<file path="src/cpu_pkg.sv">
`default_nettype none

package cpu_pkg;

    localparam int WORD_WIDTH     = 16;
    localparam int REG_ADDR_WIDTH = 2;
    localparam int NUM_REGS       = 4;

    typedef logic [WORD_WIDTH-1:0]     word_t;
    typedef logic [REG_ADDR_WIDTH-1:0] reg_idx_t;

    localparam reg_idx_t LINK_REG = 2'd2;  // jal / jrl write here

    // instruction field positions
    localparam int OP_HI     = 15;
    localparam int OP_LO     = 12;
    localparam int RS_HI     = 11;
    localparam int RS_LO     = 10;
    localparam int RT_HI     = 9;
    localparam int RT_LO     = 8;
    localparam int RD_HI     = 7;
    localparam int RD_LO     = 6;
    localparam int FUNC_HI   = 5;
    localparam int FUNC_LO   = 0;
    localparam int IMM_HI    = 7;
    localparam int IMM_LO    = 0;
    localparam int TARGET_HI = 11;
    localparam int TARGET_LO = 0;

    typedef enum logic [3:0] {
        OP_BNE = 4'd0, OP_BEQ = 4'd1, OP_BGZ = 4'd2, OP_BLZ = 4'd3,
        OP_ADI = 4'd4, OP_ORI = 4'd5, OP_LHI = 4'd6, OP_LWD = 4'd7,
        OP_SWD = 4'd8, OP_JMP = 4'd9, OP_JAL = 4'd10, OP_RTYPE = 4'd15
    } opcode_e;

    typedef enum logic [5:0] {
        FN_ADD = 6'd0, FN_SUB = 6'd1, FN_AND = 6'd2, FN_ORR = 6'd3,
        FN_NOT = 6'd4, FN_TCP = 6'd5, FN_SHL = 6'd6, FN_SHR = 6'd7,
        FN_JPR = 6'd25, FN_JRL = 6'd26, FN_WWD = 6'd28, FN_HLT = 6'd29
    } funct_e;

    typedef enum logic [3:0] {
        ALU_ADD, ALU_SUB, ALU_AND, ALU_OR, ALU_NOT,
        ALU_TCP, ALU_SHL, ALU_SHR, ALU_PASS_B, ALU_LHI
    } alu_op_e;

    typedef enum logic [1:0] {FWD_NONE, FWD_MEM, FWD_WB} fwd_sel_e;

    typedef enum logic [2:0] {
        BR_NONE, BR_NE, BR_EQ, BR_GZ, BR_LZ, BR_JUMP, BR_REG
    } branch_kind_e;

    typedef enum logic [1:0] {DEST_RD, DEST_RT, DEST_LINK} wr_dest_e;

    function automatic word_t sext_imm(input word_t inst);
        return {{(WORD_WIDTH-IMM_HI-1){inst[IMM_HI]}}, inst[IMM_HI:IMM_LO]};
    endfunction

    function automatic word_t zext_imm(input word_t inst);
        return {{(WORD_WIDTH-IMM_HI-1){1'b0}}, inst[IMM_HI:IMM_LO]};
    endfunction

endpackage

`default_nettype wire

</file>
<file path="src/alu.sv">
`default_nettype none

module alu import cpu_pkg::*; (
    input  alu_op_e op,
    input  word_t   a,
    input  word_t   b,
    output word_t   result
);

    localparam int HALF = WORD_WIDTH / 2;

    always_comb begin
        case (op)
            ALU_ADD:    result = a + b;
            ALU_SUB:    result = a - b;
            ALU_AND:    result = a & b;
            ALU_OR:     result = a | b;
            ALU_NOT:    result = ~a;
            ALU_TCP:    result = ~a + 1'b1;                            // negate
            ALU_SHL:    result = {a[WORD_WIDTH-2:0], 1'b0};
            ALU_SHR:    result = {a[WORD_WIDTH-1], a[WORD_WIDTH-1:1]}; // keeps sign
            ALU_PASS_B: result = b;
            ALU_LHI:    result = {b[HALF-1:0], {HALF{1'b0}}};
            default:    result = '0;
        endcase
    end

endmodule

`default_nettype wire

</file>
<file path="src/branch_unit.sv">
`default_nettype none

module branch_unit import cpu_pkg::*; (
    input  branch_kind_e kind,
    input  word_t        a,
    input  word_t        b,
    input  word_t        pc,
    input  word_t        inst,
    output logic         redirect,
    output word_t        target
);

    word_t br_target;
    word_t jmp_target;

    assign br_target  = pc + 1'b1 + sext_imm(inst);
    assign jmp_target = {pc[WORD_WIDTH-1:TARGET_HI+1], inst[TARGET_HI:TARGET_LO]};

    // fetch always guesses pc + 1, so only taken ones redirect
    always_comb begin
        redirect = 1'b0;
        target   = br_target;
        case (kind)
            BR_NE: redirect = (a != b);
            BR_EQ: redirect = (a == b);
            BR_GZ: redirect = ($signed(a) > 0);
            BR_LZ: redirect = a[WORD_WIDTH-1];
            BR_JUMP: begin
                redirect = 1'b1;
                target   = jmp_target;
            end
            BR_REG: begin
                redirect = 1'b1;
                target   = a;
            end
            default: ;
        endcase
    end

endmodule

`default_nettype wire

</file>
<file path="src/control_unit.sv">
`default_nettype none

module control_unit import cpu_pkg::*; (
    input  word_t        inst,
    output alu_op_e      alu_op,
    output logic         alu_src_imm,
    output logic         mem_read,
    output logic         mem_write,
    output logic         reg_write,
    output wr_dest_e     write_dest,
    output logic         pc_to_reg,
    output branch_kind_e branch_kind,
    output logic         is_wwd,
    output logic         is_halt
);

    opcode_e op;
    funct_e  fn;

    assign op = opcode_e'(inst[OP_HI:OP_LO]);
    assign fn = funct_e'(inst[FUNC_HI:FUNC_LO]);

    always_comb begin
        alu_op      = ALU_ADD;
        alu_src_imm = 1'b0;
        mem_read    = 1'b0;
        mem_write   = 1'b0;
        reg_write   = 1'b0;
        write_dest  = DEST_RT;
        pc_to_reg   = 1'b0;
        branch_kind = BR_NONE;
        is_wwd      = 1'b0;
        is_halt     = 1'b0;

        case (op)
            OP_BNE: branch_kind = BR_NE;
            OP_BEQ: branch_kind = BR_EQ;
            OP_BGZ: branch_kind = BR_GZ;
            OP_BLZ: branch_kind = BR_LZ;
            OP_ADI, OP_ORI, OP_LHI, OP_LWD: begin
                alu_src_imm = 1'b1;
                reg_write   = 1'b1;
                mem_read    = (op == OP_LWD);
                if (op == OP_ORI) begin
                    alu_op = ALU_OR;
                end else if (op == OP_LHI) begin
                    alu_op = ALU_LHI;
                end
            end
            OP_SWD: begin
                alu_src_imm = 1'b1;      // address = rs + imm
                mem_write   = 1'b1;
            end
            OP_JMP: branch_kind = BR_JUMP;
            OP_JAL: begin
                branch_kind = BR_JUMP;
                reg_write   = 1'b1;
                write_dest  = DEST_LINK;
                pc_to_reg   = 1'b1;
            end
            OP_RTYPE: begin
                write_dest = DEST_RD;
                case (fn)
                    FN_ADD, FN_SUB, FN_AND, FN_ORR,
                    FN_NOT, FN_TCP, FN_SHL, FN_SHR: begin
                        reg_write = 1'b1;
                        alu_op    = alu_op_e'(fn[3:0]);  // same order as alu_op_e
                    end
                    FN_JPR: branch_kind = BR_REG;
                    FN_JRL: begin
                        branch_kind = BR_REG;
                        reg_write   = 1'b1;
                        write_dest  = DEST_LINK;
                        pc_to_reg   = 1'b1;
                    end
                    FN_WWD:  is_wwd = 1'b1;
                    FN_HLT:  is_halt = 1'b1;
                    default: ;
                endcase
            end
            default: ;               // unknown opcode runs as a nop
        endcase
    end

endmodule

`default_nettype wire

</file>
<file path="src/cpu.sv">
`default_nettype none

module cpu import cpu_pkg::*; (
    input  logic  clk,
    input  logic  reset_n,
    output word_t i_addr,
    input  word_t i_data,
    output logic  d_read,
    output logic  d_write,
    output word_t d_addr,
    output word_t d_wdata,
    input  word_t d_rdata,
    input  logic  d_ready,
    output word_t output_port,
    output word_t num_inst,
    output logic  is_halted
);

    word_t pc;
    logic  advance;      // low on memory hold or after halt
    logic  stall;
    logic  br_redirect;
    logic  take_branch;
    word_t br_target;

    // if/id
    logic  if_id_valid;
    word_t if_id_inst;
    word_t if_id_pc;

    // id/ex
    logic     id_ex_valid;
    word_t    id_ex_pc;
    word_t    id_ex_a;
    word_t    id_ex_b;
    word_t    id_ex_imm;
    reg_idx_t id_ex_rs;
    reg_idx_t id_ex_rt;
    reg_idx_t id_ex_dest;
    alu_op_e  id_ex_alu_op;
    logic     id_ex_alu_src_imm;
    logic     id_ex_mem_read;
    logic     id_ex_mem_write;
    logic     id_ex_reg_write;
    logic     id_ex_pc_to_reg;
    logic     id_ex_is_wwd;
    logic     id_ex_is_halt;

    // ex/mem
    logic     ex_mem_valid;
    word_t    ex_mem_result;
    word_t    ex_mem_store;
    reg_idx_t ex_mem_dest;
    logic     ex_mem_mem_read;
    logic     ex_mem_mem_write;
    logic     ex_mem_reg_write;
    logic     ex_mem_is_wwd;
    logic     ex_mem_is_halt;

    // mem/wb
    logic     mem_wb_valid;
    word_t    mem_wb_result;
    reg_idx_t mem_wb_dest;
    logic     mem_wb_reg_write;

    // decode
    alu_op_e      ctl_alu_op;
    logic         ctl_alu_src_imm;
    logic         ctl_mem_read;
    logic         ctl_mem_write;
    logic         ctl_reg_write;
    wr_dest_e     ctl_write_dest;
    logic         ctl_pc_to_reg;
    branch_kind_e ctl_branch_kind;
    logic         ctl_is_wwd;
    logic         ctl_is_halt;

    reg_idx_t id_rs;
    reg_idx_t id_rt;
    reg_idx_t id_dest;
    word_t    id_imm;
    word_t    rf_a;
    word_t    rf_b;
    word_t    br_a;
    word_t    br_b;
    fwd_sel_e fwd_id_a;
    fwd_sel_e fwd_id_b;
    fwd_sel_e fwd_ex_a;
    fwd_sel_e fwd_ex_b;
    word_t    ex_a;
    word_t    ex_b;
    word_t    alu_out;
    word_t    ex_result;
    word_t    mem_result;

    function automatic word_t fwd_mux(input fwd_sel_e sel, input word_t own,
                                      input word_t near_val, input word_t far_val);
        case (sel)
            FWD_MEM: return near_val;
            FWD_WB:  return far_val;
            default: return own;
        endcase
    endfunction

    assign advance = d_ready && !is_halted;
    assign i_addr  = pc;

    //////////////////////////////////////////////////////////////////////
    // ID

    assign id_rs = if_id_inst[RS_HI:RS_LO];
    assign id_rt = if_id_inst[RT_HI:RT_LO];

    always_comb begin
        case (ctl_write_dest)
            DEST_RT:   id_dest = id_rt;
            DEST_LINK: id_dest = LINK_REG;
            default:   id_dest = if_id_inst[RD_HI:RD_LO];
        endcase
    end

    assign id_imm = (opcode_e'(if_id_inst[OP_HI:OP_LO]) == OP_ORI) ?
                    zext_imm(if_id_inst) : sext_imm(if_id_inst);

    control_unit u_control (
        .inst(if_id_inst), .alu_op(ctl_alu_op), .alu_src_imm(ctl_alu_src_imm),
        .mem_read(ctl_mem_read), .mem_write(ctl_mem_write), .reg_write(ctl_reg_write),
        .write_dest(ctl_write_dest), .pc_to_reg(ctl_pc_to_reg),
        .branch_kind(ctl_branch_kind), .is_wwd(ctl_is_wwd), .is_halt(ctl_is_halt)
    );

    register_file u_regs (
        .clk(clk), .reset_n(reset_n), .read_idx1(id_rs), .read_idx2(id_rt),
        .write_idx(mem_wb_dest), .write_data(mem_wb_result),
        .write_en(mem_wb_valid && mem_wb_reg_write),
        .read_data1(rf_a), .read_data2(rf_b)
    );

    // a load counts as a writer too
    hazard_detect u_hazard (
        .if_id_inst(if_id_inst), .if_id_valid(if_id_valid),
        .id_ex_mem_read(id_ex_mem_read), .id_ex_dest(id_ex_dest),
        .id_ex_valid(id_ex_valid && id_ex_reg_write), .stall(stall)
    );

    forwarding_unit fwd_id (
        .src_a(id_rs), .src_b(id_rt),
        .near_write(id_ex_valid && id_ex_reg_write), .near_dest(id_ex_dest),
        .far_write(ex_mem_valid && ex_mem_reg_write), .far_dest(ex_mem_dest),
        .fwd_a(fwd_id_a), .fwd_b(fwd_id_b)
    );

    assign br_a = fwd_mux(fwd_id_a, rf_a, ex_result, mem_result);
    assign br_b = fwd_mux(fwd_id_b, rf_b, ex_result, mem_result);

    branch_unit u_branch (
        .kind(ctl_branch_kind), .a(br_a), .b(br_b), .pc(if_id_pc), .inst(if_id_inst),
        .redirect(br_redirect), .target(br_target)
    );

    assign take_branch = if_id_valid && br_redirect && !stall;

    //////////////////////////////////////////////////////////////////////
    // EX

    forwarding_unit fwd_ex (
        .src_a(id_ex_rs), .src_b(id_ex_rt),
        .near_write(ex_mem_valid && ex_mem_reg_write), .near_dest(ex_mem_dest),
        .far_write(mem_wb_valid && mem_wb_reg_write), .far_dest(mem_wb_dest),
        .fwd_a(fwd_ex_a), .fwd_b(fwd_ex_b)
    );

    assign ex_a = fwd_mux(fwd_ex_a, id_ex_a, mem_result, mem_wb_result);
    assign ex_b = fwd_mux(fwd_ex_b, id_ex_b, mem_result, mem_wb_result);

    alu u_alu (
        .op(id_ex_alu_op), .a(ex_a), .b(id_ex_alu_src_imm ? id_ex_imm : ex_b), .result(alu_out)
    );

    // link and wwd values ride the result path
    assign ex_result = id_ex_pc_to_reg ? id_ex_pc + 1'b1 :
                       id_ex_is_wwd    ? ex_a : alu_out;

    //////////////////////////////////////////////////////////////////////
    // MEM

    assign d_read     = ex_mem_valid && ex_mem_mem_read && !is_halted;
    assign d_write    = ex_mem_valid && ex_mem_mem_write && !is_halted;
    assign d_addr     = ex_mem_result;
    assign d_wdata    = ex_mem_store;
    assign mem_result = ex_mem_mem_read ? d_rdata : ex_mem_result;

    //////////////////////////////////////////////////////////////////////
    // pipeline registers

    always_ff @(posedge clk) begin
        if (reset_n) begin
            pc           <= '0;
            if_id_valid  <= 1'b0;
            id_ex_valid  <= 1'b0;
            ex_mem_valid <= 1'b0;
            mem_wb_valid <= 1'b0;
            num_inst     <= '0;
            output_port  <= '0;
            is_halted    <= 1'b0;
        end else if (advance) begin
            if (take_branch) begin
                pc <= br_target;
            end else if (!stall) begin
                pc <= pc + 1'b1;
            end
            if (!stall) begin
                if_id_valid <= !take_branch;   // drop the slot after a redirect
            end
            id_ex_valid  <= if_id_valid && !stall;
            ex_mem_valid <= id_ex_valid;
            mem_wb_valid <= ex_mem_valid;
            if (ex_mem_valid) begin
                num_inst <= num_inst + 1'b1;
                if (ex_mem_is_wwd) output_port <= mem_result;
                if (ex_mem_is_halt) is_halted <= 1'b1;
            end
        end
    end

    always_ff @(posedge clk) begin
        if (advance) begin
            if (!stall) begin
                if_id_inst <= i_data;
                if_id_pc   <= pc;
            end
            id_ex_pc          <= if_id_pc;
            id_ex_a           <= rf_a;
            id_ex_b           <= rf_b;
            id_ex_imm         <= id_imm;
            id_ex_rs          <= id_rs;
            id_ex_rt          <= id_rt;
            id_ex_dest        <= id_dest;
            id_ex_alu_op      <= ctl_alu_op;
            id_ex_alu_src_imm <= ctl_alu_src_imm;
            id_ex_mem_read    <= ctl_mem_read;
            id_ex_mem_write   <= ctl_mem_write;
            id_ex_reg_write   <= ctl_reg_write;
            id_ex_pc_to_reg   <= ctl_pc_to_reg;
            id_ex_is_wwd      <= ctl_is_wwd;
            id_ex_is_halt     <= ctl_is_halt;

            ex_mem_result    <= ex_result;
            ex_mem_store     <= ex_b;
            ex_mem_dest      <= id_ex_dest;
            ex_mem_mem_read  <= id_ex_mem_read;
            ex_mem_mem_write <= id_ex_mem_write;
            ex_mem_reg_write <= id_ex_reg_write;
            ex_mem_is_wwd    <= id_ex_is_wwd;
            ex_mem_is_halt   <= id_ex_is_halt;

            mem_wb_result    <= mem_result;
            mem_wb_dest      <= ex_mem_dest;
            mem_wb_reg_write <= ex_mem_reg_write;
        end
    end

endmodule

`default_nettype wire

</file>
<file path="src/forwarding_unit.sv">
`default_nettype none

module forwarding_unit import cpu_pkg::*; (
    input  reg_idx_t src_a,
    input  reg_idx_t src_b,
    input  logic     near_write,
    input  reg_idx_t near_dest,
    input  logic     far_write,
    input  reg_idx_t far_dest,
    output fwd_sel_e fwd_a,
    output fwd_sel_e fwd_b
);

    // nearer stage holds the younger value, so it wins
    function automatic fwd_sel_e pick(input reg_idx_t src);
        if (near_write && near_dest == src) begin
            return FWD_MEM;
        end else if (far_write && far_dest == src) begin
            return FWD_WB;
        end
        return FWD_NONE;
    endfunction

    assign fwd_a = pick(src_a);
    assign fwd_b = pick(src_b);

endmodule

`default_nettype wire

</file>
<file path="src/hazard_detect.sv">
`default_nettype none

module hazard_detect import cpu_pkg::*; (
    input  word_t    if_id_inst,
    input  logic     if_id_valid,
    input  logic     id_ex_mem_read,
    input  reg_idx_t id_ex_dest,
    input  logic     id_ex_valid,
    output logic     stall
);

    opcode_e op;
    funct_e  fn;
    logic    is_rtype;
    logic    uses_rs;
    logic    uses_rt;
    logic    is_branch;
    logic    dep;

    assign op       = opcode_e'(if_id_inst[OP_HI:OP_LO]);
    assign fn       = funct_e'(if_id_inst[FUNC_HI:FUNC_LO]);
    assign is_rtype = (op == OP_RTYPE);

    assign uses_rs = !(op inside {OP_JMP, OP_JAL, OP_LHI}) && !(is_rtype && fn == FN_HLT);
    assign uses_rt = (op inside {OP_BNE, OP_BEQ, OP_SWD}) ||
                     (is_rtype && fn inside {FN_ADD, FN_SUB, FN_AND, FN_ORR});

    // compare in id cannot take a value still in the alu
    assign is_branch = (op inside {OP_BNE, OP_BEQ, OP_BGZ, OP_BLZ}) ||
                       (is_rtype && fn inside {FN_JPR, FN_JRL});

    assign dep = (uses_rs && if_id_inst[RS_HI:RS_LO] == id_ex_dest) ||
                 (uses_rt && if_id_inst[RT_HI:RT_LO] == id_ex_dest);

    assign stall = if_id_valid && id_ex_valid && dep && (id_ex_mem_read || is_branch);

endmodule

`default_nettype wire

</file>
<file path="src/register_file.sv">
`default_nettype none

module register_file import cpu_pkg::*; (
    input  logic     clk,
    input  logic     reset_n,
    input  reg_idx_t read_idx1,
    input  reg_idx_t read_idx2,
    input  reg_idx_t write_idx,
    input  word_t    write_data,
    input  logic     write_en,
    output word_t    read_data1,
    output word_t    read_data2
);

    word_t regs [NUM_REGS];

    always_ff @(posedge clk) begin
        if (reset_n) begin
            for (int i = 0; i < NUM_REGS; i++) begin
                regs[i] <= '0;
            end
        end else if (write_en) begin
            regs[write_idx] <= write_data;
        end
    end

    // write-through, so wb -> id needs no forwarding path
    assign read_data1 = (write_en && write_idx == read_idx1) ? write_data : regs[read_idx1];
    assign read_data2 = (write_en && write_idx == read_idx2) ? write_data : regs[read_idx2];

endmodule

`default_nettype wire

</file>
<file path="config.mk">
export PLATFORM = sky130hd
export DESIGN_NAME = cpu
export DESIGN_NICKNAME = d
export VERILOG_FILES = /design/src/cpu_pkg.sv /design/src/alu.sv /design/src/branch_unit.sv /design/src/control_unit.sv /design/src/cpu.sv /design/src/forwarding_unit.sv /design/src/hazard_detect.sv /design/src/register_file.sv
export SDC_FILE = /design/constraint.sdc
export NUM_CORES = 1
export LEC_CHECK = 0
export BUFFER_PORTS_ARGS = -buffer_cell sky130_fd_sc_hd__buf_2
export CAP_MARGIN = 10
export CORE_MARGIN = 2
export CORE_UTILIZATION = 65
export DETAILED_ROUTE_END_ITERATION = 7
export PLACE_DENSITY_LB_ADDON = 0.1
export SLEW_MARGIN = 20
export SYNTH_ARGS = -nofsm -noshare
export SYNTH_HDL_FRONTEND = slang
export SYNTH_SLANG_ARGS = --single-unit
</file>
<file path="constraint.sdc">
create_clock -name clk -period 18.1 [get_ports clk]
set_input_delay 0.905 -clock clk [delete_from_list [all_inputs] [get_ports clk]]
set_output_delay 0.905 -clock clk [all_outputs]
set_load 0.01 [all_outputs]
</file>
### Yosys cells after proc, flatten, opt, wreduce, memory -nomap -nowiden

Memory sizes are Yosys's and may differ from the RTL's. A register that Yosys moved wholly into a read port is not among the register bits.
Cells that the tools add are included.
W data, S select, Z words.

* add/subtract/negate cells: 8
* $mul: 0
* div/mod/pow operators: 0
* $lt $le $gt $ge: 1
* eq/ne operators: 62
* shift operators: 0
* muxes and demuxes: 62
* bitwise operators: 4
* reductions and logical operators: 61

Operator list (count)
* $pmux W16 S10: 1
* $pmux W16 S2: 5
* $mux W16: 9
* $add A16 B1 Y16 const B: 5
* $add A16 B16 Y16: 2
* $eq A4 B3 Y1 const B: 8
* $mux W2: 16
* $logic_and A1 B1 Y1: 30
* $eq A2 B2 Y1: 12
* $eq A4 B4 Y1 const B: 6
* $eq A6 B3 Y1 const B: 4
* $eq A6 B5 Y1 const B: 4
* $mux W1: 20
* $pmux W3 S6: 1
* $and A16 B16 Y16: 1
* $eq A16 B16 Y1: 1
* $eq A4 B2 Y1 const B: 4
* $gt A16 B1 Y1 const B: 1
* $ne A16 B16 Y1: 1
* $not A16 Y16: 1
* $or A16 B16 Y16: 1
* $reduce_or A16 Y1: 1
* $sub A16 B16 Y16: 1
* $eq A6 B2 Y1 const B: 2
* other kinds (29): 61

* register bits: 217
* latch bits: 0
* memory bits (writable): 64
* bits in read-only memories: 0
* input port bits: 35
* output and inout bits: 83
* word-level logic and storage cells: 236
* memories kept: 1

Memories
* u_regs.regs: depth 4, bits a word 16, read ports 2, clocked after Yosys merged registers in 2, wr ports 4, RTL line register_file.sv:15 `word_t regs [NUM_REGS];`

### Longest topological paths before layout

Gate-level depths: netlist of the first run.

* word-level depth: 19
* gate-level depth with buffers: 34
* mapped depth without buffers: 29

### Modules after synthesis

Synthesis of the first run repeated with hierarchy kept, for this count alone.

* cells, all modules: 1748
* area total of the unflattened synthesis: 18380.1 um^2

By module, submodules not included
* cpu: instances 1, cells an instance 836, area an instance 9865.7 um^2, sequential area each 5985.7 um^2
* register_file: instances 1, cells an instance 221, area an instance 3812.4 um^2, sequential area each 1921.8 um^2
* alu: instances 1, cells an instance 360, area an instance 2496.1 um^2, sequential area each 0.0 um^2
* branch_unit: instances 1, cells an instance 232, area an instance 1517.7 um^2, sequential area each 0.0 um^2
* control_unit: instances 1, cells an instance 48, area an instance 325.3 um^2, sequential area each 0.0 um^2
* forwarding_unit: instances 2, cells an instance 14, area an instance 105.1 um^2, sequential area each 0.0 um^2
* hazard_detect: instances 1, cells an instance 23, area an instance 152.6 um^2, sequential area each 0.0 um^2

### Least setup slack after synthesis of the first run

Ideal clock, no wire load.

* kind: input port to flip-flop
* start: in d_rdata[4]
* end: reg pc[2] (netlist: i_addr[2])
* setup time: 0.120 ns
* arrival: 6.254 ns
* required time: 17.980 ns
* setup slack: 11.727 ns
* cell stages on the path: 23
* buffers on the path: 1
* cell sequence: mux2_2 -> nor4_1 -> a31oi_1 -> or4b_2 -> a21bo_2 -> nand2_1 -> xnor2_1 -> ha_1 -> a21o_1 -> or3_1 -> o221a_2 -> o21a_1 -> nor3_1 -> o31ai_1 -> o31ai_1 -> o21ai_1 -> or4b_1 -> o311ai_1 -> o2bb2ai_1 -> o21bai_4 -> buf_6 -> nor3_1 -> a211o_1

* cells in the longest elaborated chain, start to end: 14
* elaborated cells on any way between the ends: 24
* classes of those cells: add/sub: 3; order compare: 1; eq/ne: 3; mux: 11; bitwise: 3; reduce/logical: 3

RTL lines
* start: declaration: RTL line cpu.sv:12 `input word_t d_rdata,`
* $mux W16 *: RTL line cpu.sv:191 `assign mem_result = ex_mem_mem_read ? d_rdata : ex_mem_result;`
* $pmux W16 S2 *: RTL line cpu.sv:98 `case (sel)`
* named net ex_b[4]: RTL line cpu.sv:91 `word_t ex_b;`
* $mux W16 *: RTL line cpu.sv:177 `.op(id_ex_alu_op), .a(ex_a), .b(id_ex_alu_src_imm ? id_ex_imm : ex_b), .result(alu_out)`
* $sub A16 B16 Y16, or another cell as far along: RTL line alu.sv:15 `ALU_SUB: result = a - b;`
* $pmux W16 S10 *: RTL line alu.sv:13 `case (op)`
* $mux W16 *: RTL line cpu.sv:182 `id_ex_is_wwd ? ex_a : alu_out;`
* $mux W16 *: RTL line cpu.sv:181 `assign ex_result = id_ex_pc_to_reg ? id_ex_pc + 1'b1 :`
* $pmux W16 S2: RTL line cpu.sv:98
* $gt A16 B1 Y1, or another cell as far along: RTL line branch_unit.sv:26 `BR_GZ: redirect = ($signed(a) > 0);`
* $pmux W1 S5 *: RTL line branch_unit.sv:23 `case (kind)`
* $logic_and A1 B1 Y1 * (2 in series): RTL line cpu.sv:161 `assign take_branch = if_id_valid && br_redirect && !stall;`
* $ne A2 B1 Y1 (no source line)
* $reduce_and A2 Y1 (no source line)
* end signal: assignment: RTL line cpu.sv:208 `pc <= br_target;`
* end signal: assignment: RTL line cpu.sv:210 `pc <= pc + 1'b1;`
* end: declaration: RTL line cpu.sv:19 `word_t pc;`

The timed path passes the listed nets; every way through them passes the cells marked *.
A chain may end at the register's enable or synchronous reset.

### Worst setup path after layout of the first run

* start: reg mem_wb_dest[0]
* end: reg pc[6] (netlist: i_addr[6])

* cells in the longest elaborated chain, start to end: 19
* elaborated cells on any way between the ends: 44
* classes of those cells: add/sub: 3; order compare: 1; eq/ne: 11; mux: 19; bitwise: 3; reduce/logical: 7

RTL lines
* start: declaration: RTL line cpu.sv:63 `reg_idx_t mem_wb_dest;`
* start signal: assignment: RTL line cpu.sv:258 `mem_wb_dest <= ex_mem_dest;`
* $eq A2 B2 Y1: RTL line forwarding_unit.sv:18 `end else if (far_write && far_dest == src) begin`
* $logic_and A1 B1 Y1: RTL line forwarding_unit.sv:18
* $mux W1: RTL line forwarding_unit.sv:18
* $mux W1: RTL line forwarding_unit.sv:16 `if (near_write && near_dest == src) begin`
* $mux W2: RTL line forwarding_unit.sv:21 `return FWD_NONE;`
* $eq A2 B2 Y1 / $eq A2 B1 Y1 (equally long branches): RTL line cpu.sv:98
* $pmux W16 S2: RTL line cpu.sv:98
* $mux W16 / $not A16 Y16 (equally long branches): RTL line cpu.sv:177, alu.sv:18, alu.sv:19
* [... 2 more ...]
* $mux W16: RTL line cpu.sv:182
* $mux W16: RTL line cpu.sv:181
* $pmux W16 S2: RTL line cpu.sv:98
* $gt A16 B1 Y1, or another cell as far along: RTL line branch_unit.sv:26
* $pmux W1 S5: RTL line branch_unit.sv:23
* $logic_and A1 B1 Y1 (2 in series): RTL line cpu.sv:161
* $ne A2 B1 Y1 (no source line)
* $reduce_and A2 Y1 (no source line)

Parallel ways exist; a longest one is shown, timed or not.

==> results of run 1 <==
worst reg2reg max path, cell delays in order, from the launching register on:
cell	delay, ns
edfxtp_1	0.67
xnor2_1	0.94
nand3_1	0.41
a221o_1	0.52
a22oi_1	0.53
ha_1	0.36
nor2_1	0.11
a21o_1	0.12
inv_1	0.06
fa_1	0.45
xor2_1	0.15
o21ai_0	0.15
a31oi_1	0.51
o2111ai_1	0.48
o311ai_0	0.44
buf_4	0.24
nor2_1	0.06
a21oi_1	0.45
nand3b_1	0.17
nor3_1	0.17
nand4_1	0.13
o311ai_1	0.27
o2bb2ai_1	0.15
o21bai_4	0.82
o2111ai_1	0.38
o311ai_1	0.23
where the power goes:
| part | leakage [nW] | internal, mW | total, mW | switching (mW) |
|---|---|---|---|---|
| registers | 2.76 | 0.751 | 0.799 | 0.0475 |
| clock network | 0.488 | 0.363 | 0.628 | 0.264 |
| logic | 4.57 | 0.146 | 0.424 | 0.278 |
| total | 7.83 | 1.26 | 1.85 | 0.590 |
cells by family (layout without fill, tap and decap cells):
logic type,after synthesis,in the layout
fa+ha+maj,41,41
mux,109,109
simple gates,714,714
xor+xnor,108,108
buf+inv,185,276
flops,285,285
compound gates,483,483
stage by stage:
stage               worst slack (ns)  std cells
floorplan                      11.73       1925
global placement                9.65       2348
detailed placement              9.73       2348
CTS                             9.58       2400
global route                    8.79       2400
finish                          9.00       2400
cell usage in the layout, fill, tap and decap left out, types with 25 or more instances in the layout:
master,instances
mux2i_1,41
edfxtp_1,228
mux4_2,32
a211oi_1,25
xnor2_1,51
mux2_2,35
clkbuf_16,30
nand3_1,59
buf_2,117
a21oi_1,84
nor2_1,158
inv_1,46
o21ai_0,60
xor2_1,52
a31oi_1,41
ha_1,39
nand4_1,54
nor3_1,38
and3_1,43
nand2_1,137
o31ai_1,44
and2_1,63
buf_4,53
nor4_1,46
dfxtp_1,56
routing by layer:
layer,wire length [µm],track usage [%]
met1,24900,59.7
met2,30400,68.9
met5,26,0.160
met4,4470,23.5
met3,10600,11.9
layout make-up:
type	count	area, µm²
fill	1959	7790
clock inverter	13	171
tap	384	480
multi-input combinational	1455	10300
clock buffer	39	825
inverter	54	205
timing repair buffer	170	983
sequential	285	7990
worst max path at each step:
stage	to	slack, ns
after floorplan	i_addr[2]	11.73
after detailed placement	i_addr[6]	9.73
after global placement	i_addr[2]	9.65
final	i_addr[6]	9.00
after CTS	i_addr[6]	9.58
after global routing	i_addr[6]	8.79
==> results.toml, run 1 <==
[outcome]
outcome = "complete, no violations"

[synth]
synth_top_family_by_area = "simple AND/OR/NAND/NOR gates"
yosysWarnings = 0
synth_area_leaders = "edfxtp_1 (36%), dfxtp_1 (6.0%), mux4_2 (3.8%)"
syn_nets = 2001
ys_seq_elements = 285
synth_cell_types = 88
synthFlopType = "edfxtp_1"
synth_top_cell_by_area = "edfxtp_1"
synth_edf_count = 228
synth_top_area_share_pct = 36.2
synthXorXnorAreaFrac_pct = 5.16
postSynthAreaPerCell_um2 = 9.83
ys_async_sr_fraction_pct = 0
synthSimpleGateAreaFrac_pct = 19.7
synthCells = 1925
yosysSeqAreaShare_pct = 42.2
synth_area_mm2 = 0.0189
synth.area.mux_share_pct = 8.14
synthAdderAreaFrac_pct = 2.79
synth_compound_area_share_pct = 18.1
synth.most_common_cell = "edfxtp_1"
synth_commonest_cells = "edfxtp_1 (228), nor2_1 (159), nand2_1 (137), clkbuf_1 (107), a21oi_1 (84)"

[drt]
ant_nets = 0
wirelength_um = 70300
wl_per_cell_um = 29.3
drc = 0
drtIter0Drc = 2843
routed-via-count = 18000
first_pass_iters = 7
viasPerCell = 7.50

[clock_network]
cts_resized = 0
htreeDepth = 1
cts_root_buf = "clkbuf_16"
cts_tree = "built"
clockBufferDepth = 3
clk_latency_ns = 0.59
cts_sinks = 285
cts_hold_buf = 0
cts_setup_buffers = 0
cts.clk_slew.worst_paths_ns = 0.06
cts_made_buffers = 28

[setup_path]
cp-start-kind = "register"
worst_path_largest_cell_delay_ns = 0.94
path_class = "register to register"
crit_path_end_kind = "register"
cp_max_fo = 46
critPathRequiredTime_ns = 18.54
reg2reg_slack_ns = 9.00
critPathLaunch = "mem_wb_dest[0]"
cp_top_family = "compound AO/OA/AOI/OAI gates"
path_buf_inv = 2
crit_arrival_ns = 9.54
r2r_start = "mem_wb_dest[0]"
ff2ff_path_depth = 25
r2r_end = "i_addr[6]"
slowest_stage = "xnor2_1"
crit_cells = 25

[sta]
rsz0062_at_grt = "no"
worstMarginPinSlew_ns = 1.22
holdWs_ns = 0.434
finalHoldViolations = 0
min_period_ns = 9.10
drv_slew = 0
tns_ns = 0
final.period_utilization_pct = 50.3
setup_viol = 0
relSlewSlack_pct = 18.6
fmax_mhz = 110
skew_ns = 0.0344

[floorplan]
rows = 62
pin_count = 118
die_h_um = 175
core_area_mm2 = 0.0287
die-width_um = 175
start_util_pct = 65.9
dieArea_mm2 = 0.0305

[flow_run]
cap_viol_max_count = 0

[global_routing]
overflow = 0
track_usage_pct = 45.2
antenna_found_initial = 2
grt_max_degree = 80
grt_pass1_wl_um = 104000
grt_pass1_vias = 16900

[layout]
final_area_mm2 = 0.0209
largest_register = "u_regs.regs"
n_antenna_cell = 0
largest_reg_flops = 64
postLayoutCoreUtil_pct = 72.9
area_growth_pct = 10.5
nNetsFinal = 2070
drive_gt1_share_pct = 16.3

[worst_hold_path]
min_from = "id_ex_is_halt"
min_to = "ex_mem_is_halt"
hold-path-cell-count = 0
min_path_type = "register to register"

[power]
pwr_density_cell_mw_per_mm2 = 88.5
p_leak_nw = 7.83
total_power_mw = 1.85
ir_drop_uv = 91.3

[placed_design]
post_dp_cell_area_mm2 = 0.0199
place_hpwl_um = 50900
place_congestion = 1.07
port_buffers = 117
Power figures use the tool's default switching activity.
==> inputs of run 2 (changes only) <==
--- a/config.mk
+++ b/config.mk
@@ -8,7 +8,7 @@
 export BUFFER_PORTS_ARGS = -buffer_cell sky130_fd_sc_hd__buf_2
 export CAP_MARGIN = 10
 export CORE_MARGIN = 2
-export CORE_UTILIZATION = 65
+export CORE_UTILIZATION = 56
 export DETAILED_ROUTE_END_ITERATION = 7
 export PLACE_DENSITY_LB_ADDON = 0.1
 export SLEW_MARGIN = 20
==> constraint.sdc (replaced) <==
create_clock -name clk -period 8.02 [get_ports clk]
set_input_delay 0.401 -clock clk [delete_from_list [all_inputs] [get_ports clk]]
set_output_delay 0.401 -clock clk [all_outputs]
set_load 0.01 [all_outputs]
==> run 2 against run 1 <==
Net effect: sequential power is 130% higher; power increased by 130%; clock-buffer cell count rose by 1; combinational power grew 130%; critical path type unchanged; critical endpoint is now i_addr[2]; largest cell class unchanged; largest power group unchanged; highest routed layer is now met4.
==> results.toml, run 2 (synthesis gave the netlist of run 1 again) <==
[outcome]
outcome = "complete, no violations"

[drt]
ant_nets = 0
viasPerCell = 7.03
wirelength_um = 71000
first_pass_iters = 6
drc = 0
wl_per_cell_um = 28.2
drtIter0Drc = 2646
routed-via-count = 17700

[sta]
setup_viol = 0
finalHoldViolations = 0
worstMarginPinSlew_ns = 1.13
setup_ws_ns = 0.532
final.period_utilization_pct = 93.4
skew_ns = 0.0395
tns_ns = 0
min_period_ns = 7.49
fmax_mhz = 134
relSlewSlack_pct = 24.2
rsz0062_at_grt = "no"
drv_slew = 0

[global_routing]
antenna_found_initial = 1
grt_pass1_vias = 16500
track_usage_pct = 39.6
grt_pass1_wl_um = 105000
overflow = 0
grt_max_degree = 78

[clock_network]
cts_setup_buffers = 0
clockBufferDepth = 3
cts_root_buf = "clkbuf_16"
cts_tree = "built"
cts.clk_slew.worst_paths_ns = 0.06
clk_latency_ns = 0.61
cts_sinks = 285
htreeDepth = 1
cts_made_buffers = 31

[setup_path]
crit_arrival_ns = 7.96
slowest_stage = "or4b_2"
crit_path_end_kind = "register"
cp-start-kind = "register"
worst_path_largest_cell_delay_ns = 0.73
cp_max_fo = 46
crit_top_cell = "buf_4"
critPathRequiredTime_ns = 8.49
path_class = "register to register"

[placed_design]
port_buffers = 117
detailedPlace.worstSlack_ns = 0.731
place_hpwl_um = 52600
place_congestion = 1.05

[floorplan]
die-width_um = 188
rows = 67
dieArea_mm2 = 0.0353
start_util_pct = 56.7
pin_count = 118
die_h_um = 188
core_area_mm2 = 0.0334

[flow_run]
cap_viol_max_count = 0

[layout]
layout_common_cells = "edfxtp_1 (228), nor2_1 (158), nand2_1 (137), buf_2 (117), a21oi_1 (84)"
drive_gt1_share_pct = 17.5
area_growth_pct = 13.4
nNetsFinal = 2115
largest_reg_flops = 64
final_common_cell = "edfxtp_1"
largest_register = "u_regs.regs"

[worst_hold_path]
min_path_type = "input port to register"

[power]
ir_drop_uv = 195
pwr_density_cell_mw_per_mm2 = 199
p_leak_nw = 8.06
-- run 2: cell type report --
| cell class | count | area [µm²] |
|---|---|---|
| repair buffers | 212 | 1340 |
| diodes | 1 | 2.50 |
| clock buffers | 40 | 851 |
| well taps | 448 | 561 |
| fillers | 2762 | 11900 |
| multi-input cells | 1455 | 10300 |
| clock inverters | 18 | 215 |
| inverters | 54 | 205 |
| flip-flops and latches | 285 | 7990 |
-- run 2: final timing paths --
path                        start          endpoint  slack, ns  depth (start not counted)
setup reg to reg   mem_wb_dest[1]         i_addr[2]       0.53                         28
setup / recovery   mem_wb_dest[1]         i_addr[2]       0.53                         28
hold reg to reg   id_ex_mem_write  ex_mem_mem_write       0.42                          0
hold / removal         i_data[11]    if_id_inst[11]      0.004                          1
-- run 2: routing by layer --
layer	global-route usage, %	vias up	wire (µm)
li1	-	7685	-
met3	9.38	219	9080
met1	55.0	8479	27600
met2	58.7	1293	30500
met4	18.6	0	3810
met5	0	-	0
-- run 2: timing repair --
action | CTS | global route
gates resized for setup | 0 | 2
endpoints found under the hold margin | 11 | 1
setup endpoints to repair | 0 | 13
hold buffers | 11 | 1
-- run 2: metrics by stage --
step,cells,util (%),hold WS (ns),power (mW),cell area (µm²)
final,2513,64.3,0.00399,4.28,21400
after global routing,2513,64.3,0.00501,4.40,21400
after CTS,2511,64.2,0.000379,4.23,21400
after detailed placement,2442,60.7,0.405,2.75,20200
after global placement,2442,60.7,0.401,2.74,20200
after floorplan,1925,-,0.400,2.39,18900
-- run 2: critical path, delay by kind of cell (launching register included) --
family / cells / cell delay, ns
AO/OA/AOI/OAI: 14 / 3.41
AND/OR/NAND/NOR: 7 / 1.98
buffers and inverters: 4 / 0.89
flip-flops: 1 / 0.41
XOR/XNOR: 2 / 0.34
adder cells (fa/ha/maj): 1 / 0.30
-- run 2: power breakdown --
part | internal [mW] | switching (mW) | leakage [nW] | total (mW)
logic | 0.351 | 0.628 | 4.79 | 0.978
registers | 1.70 | 0.101 | 2.76 | 1.80
clock network | 0.881 | 0.622 | 0.515 | 1.50
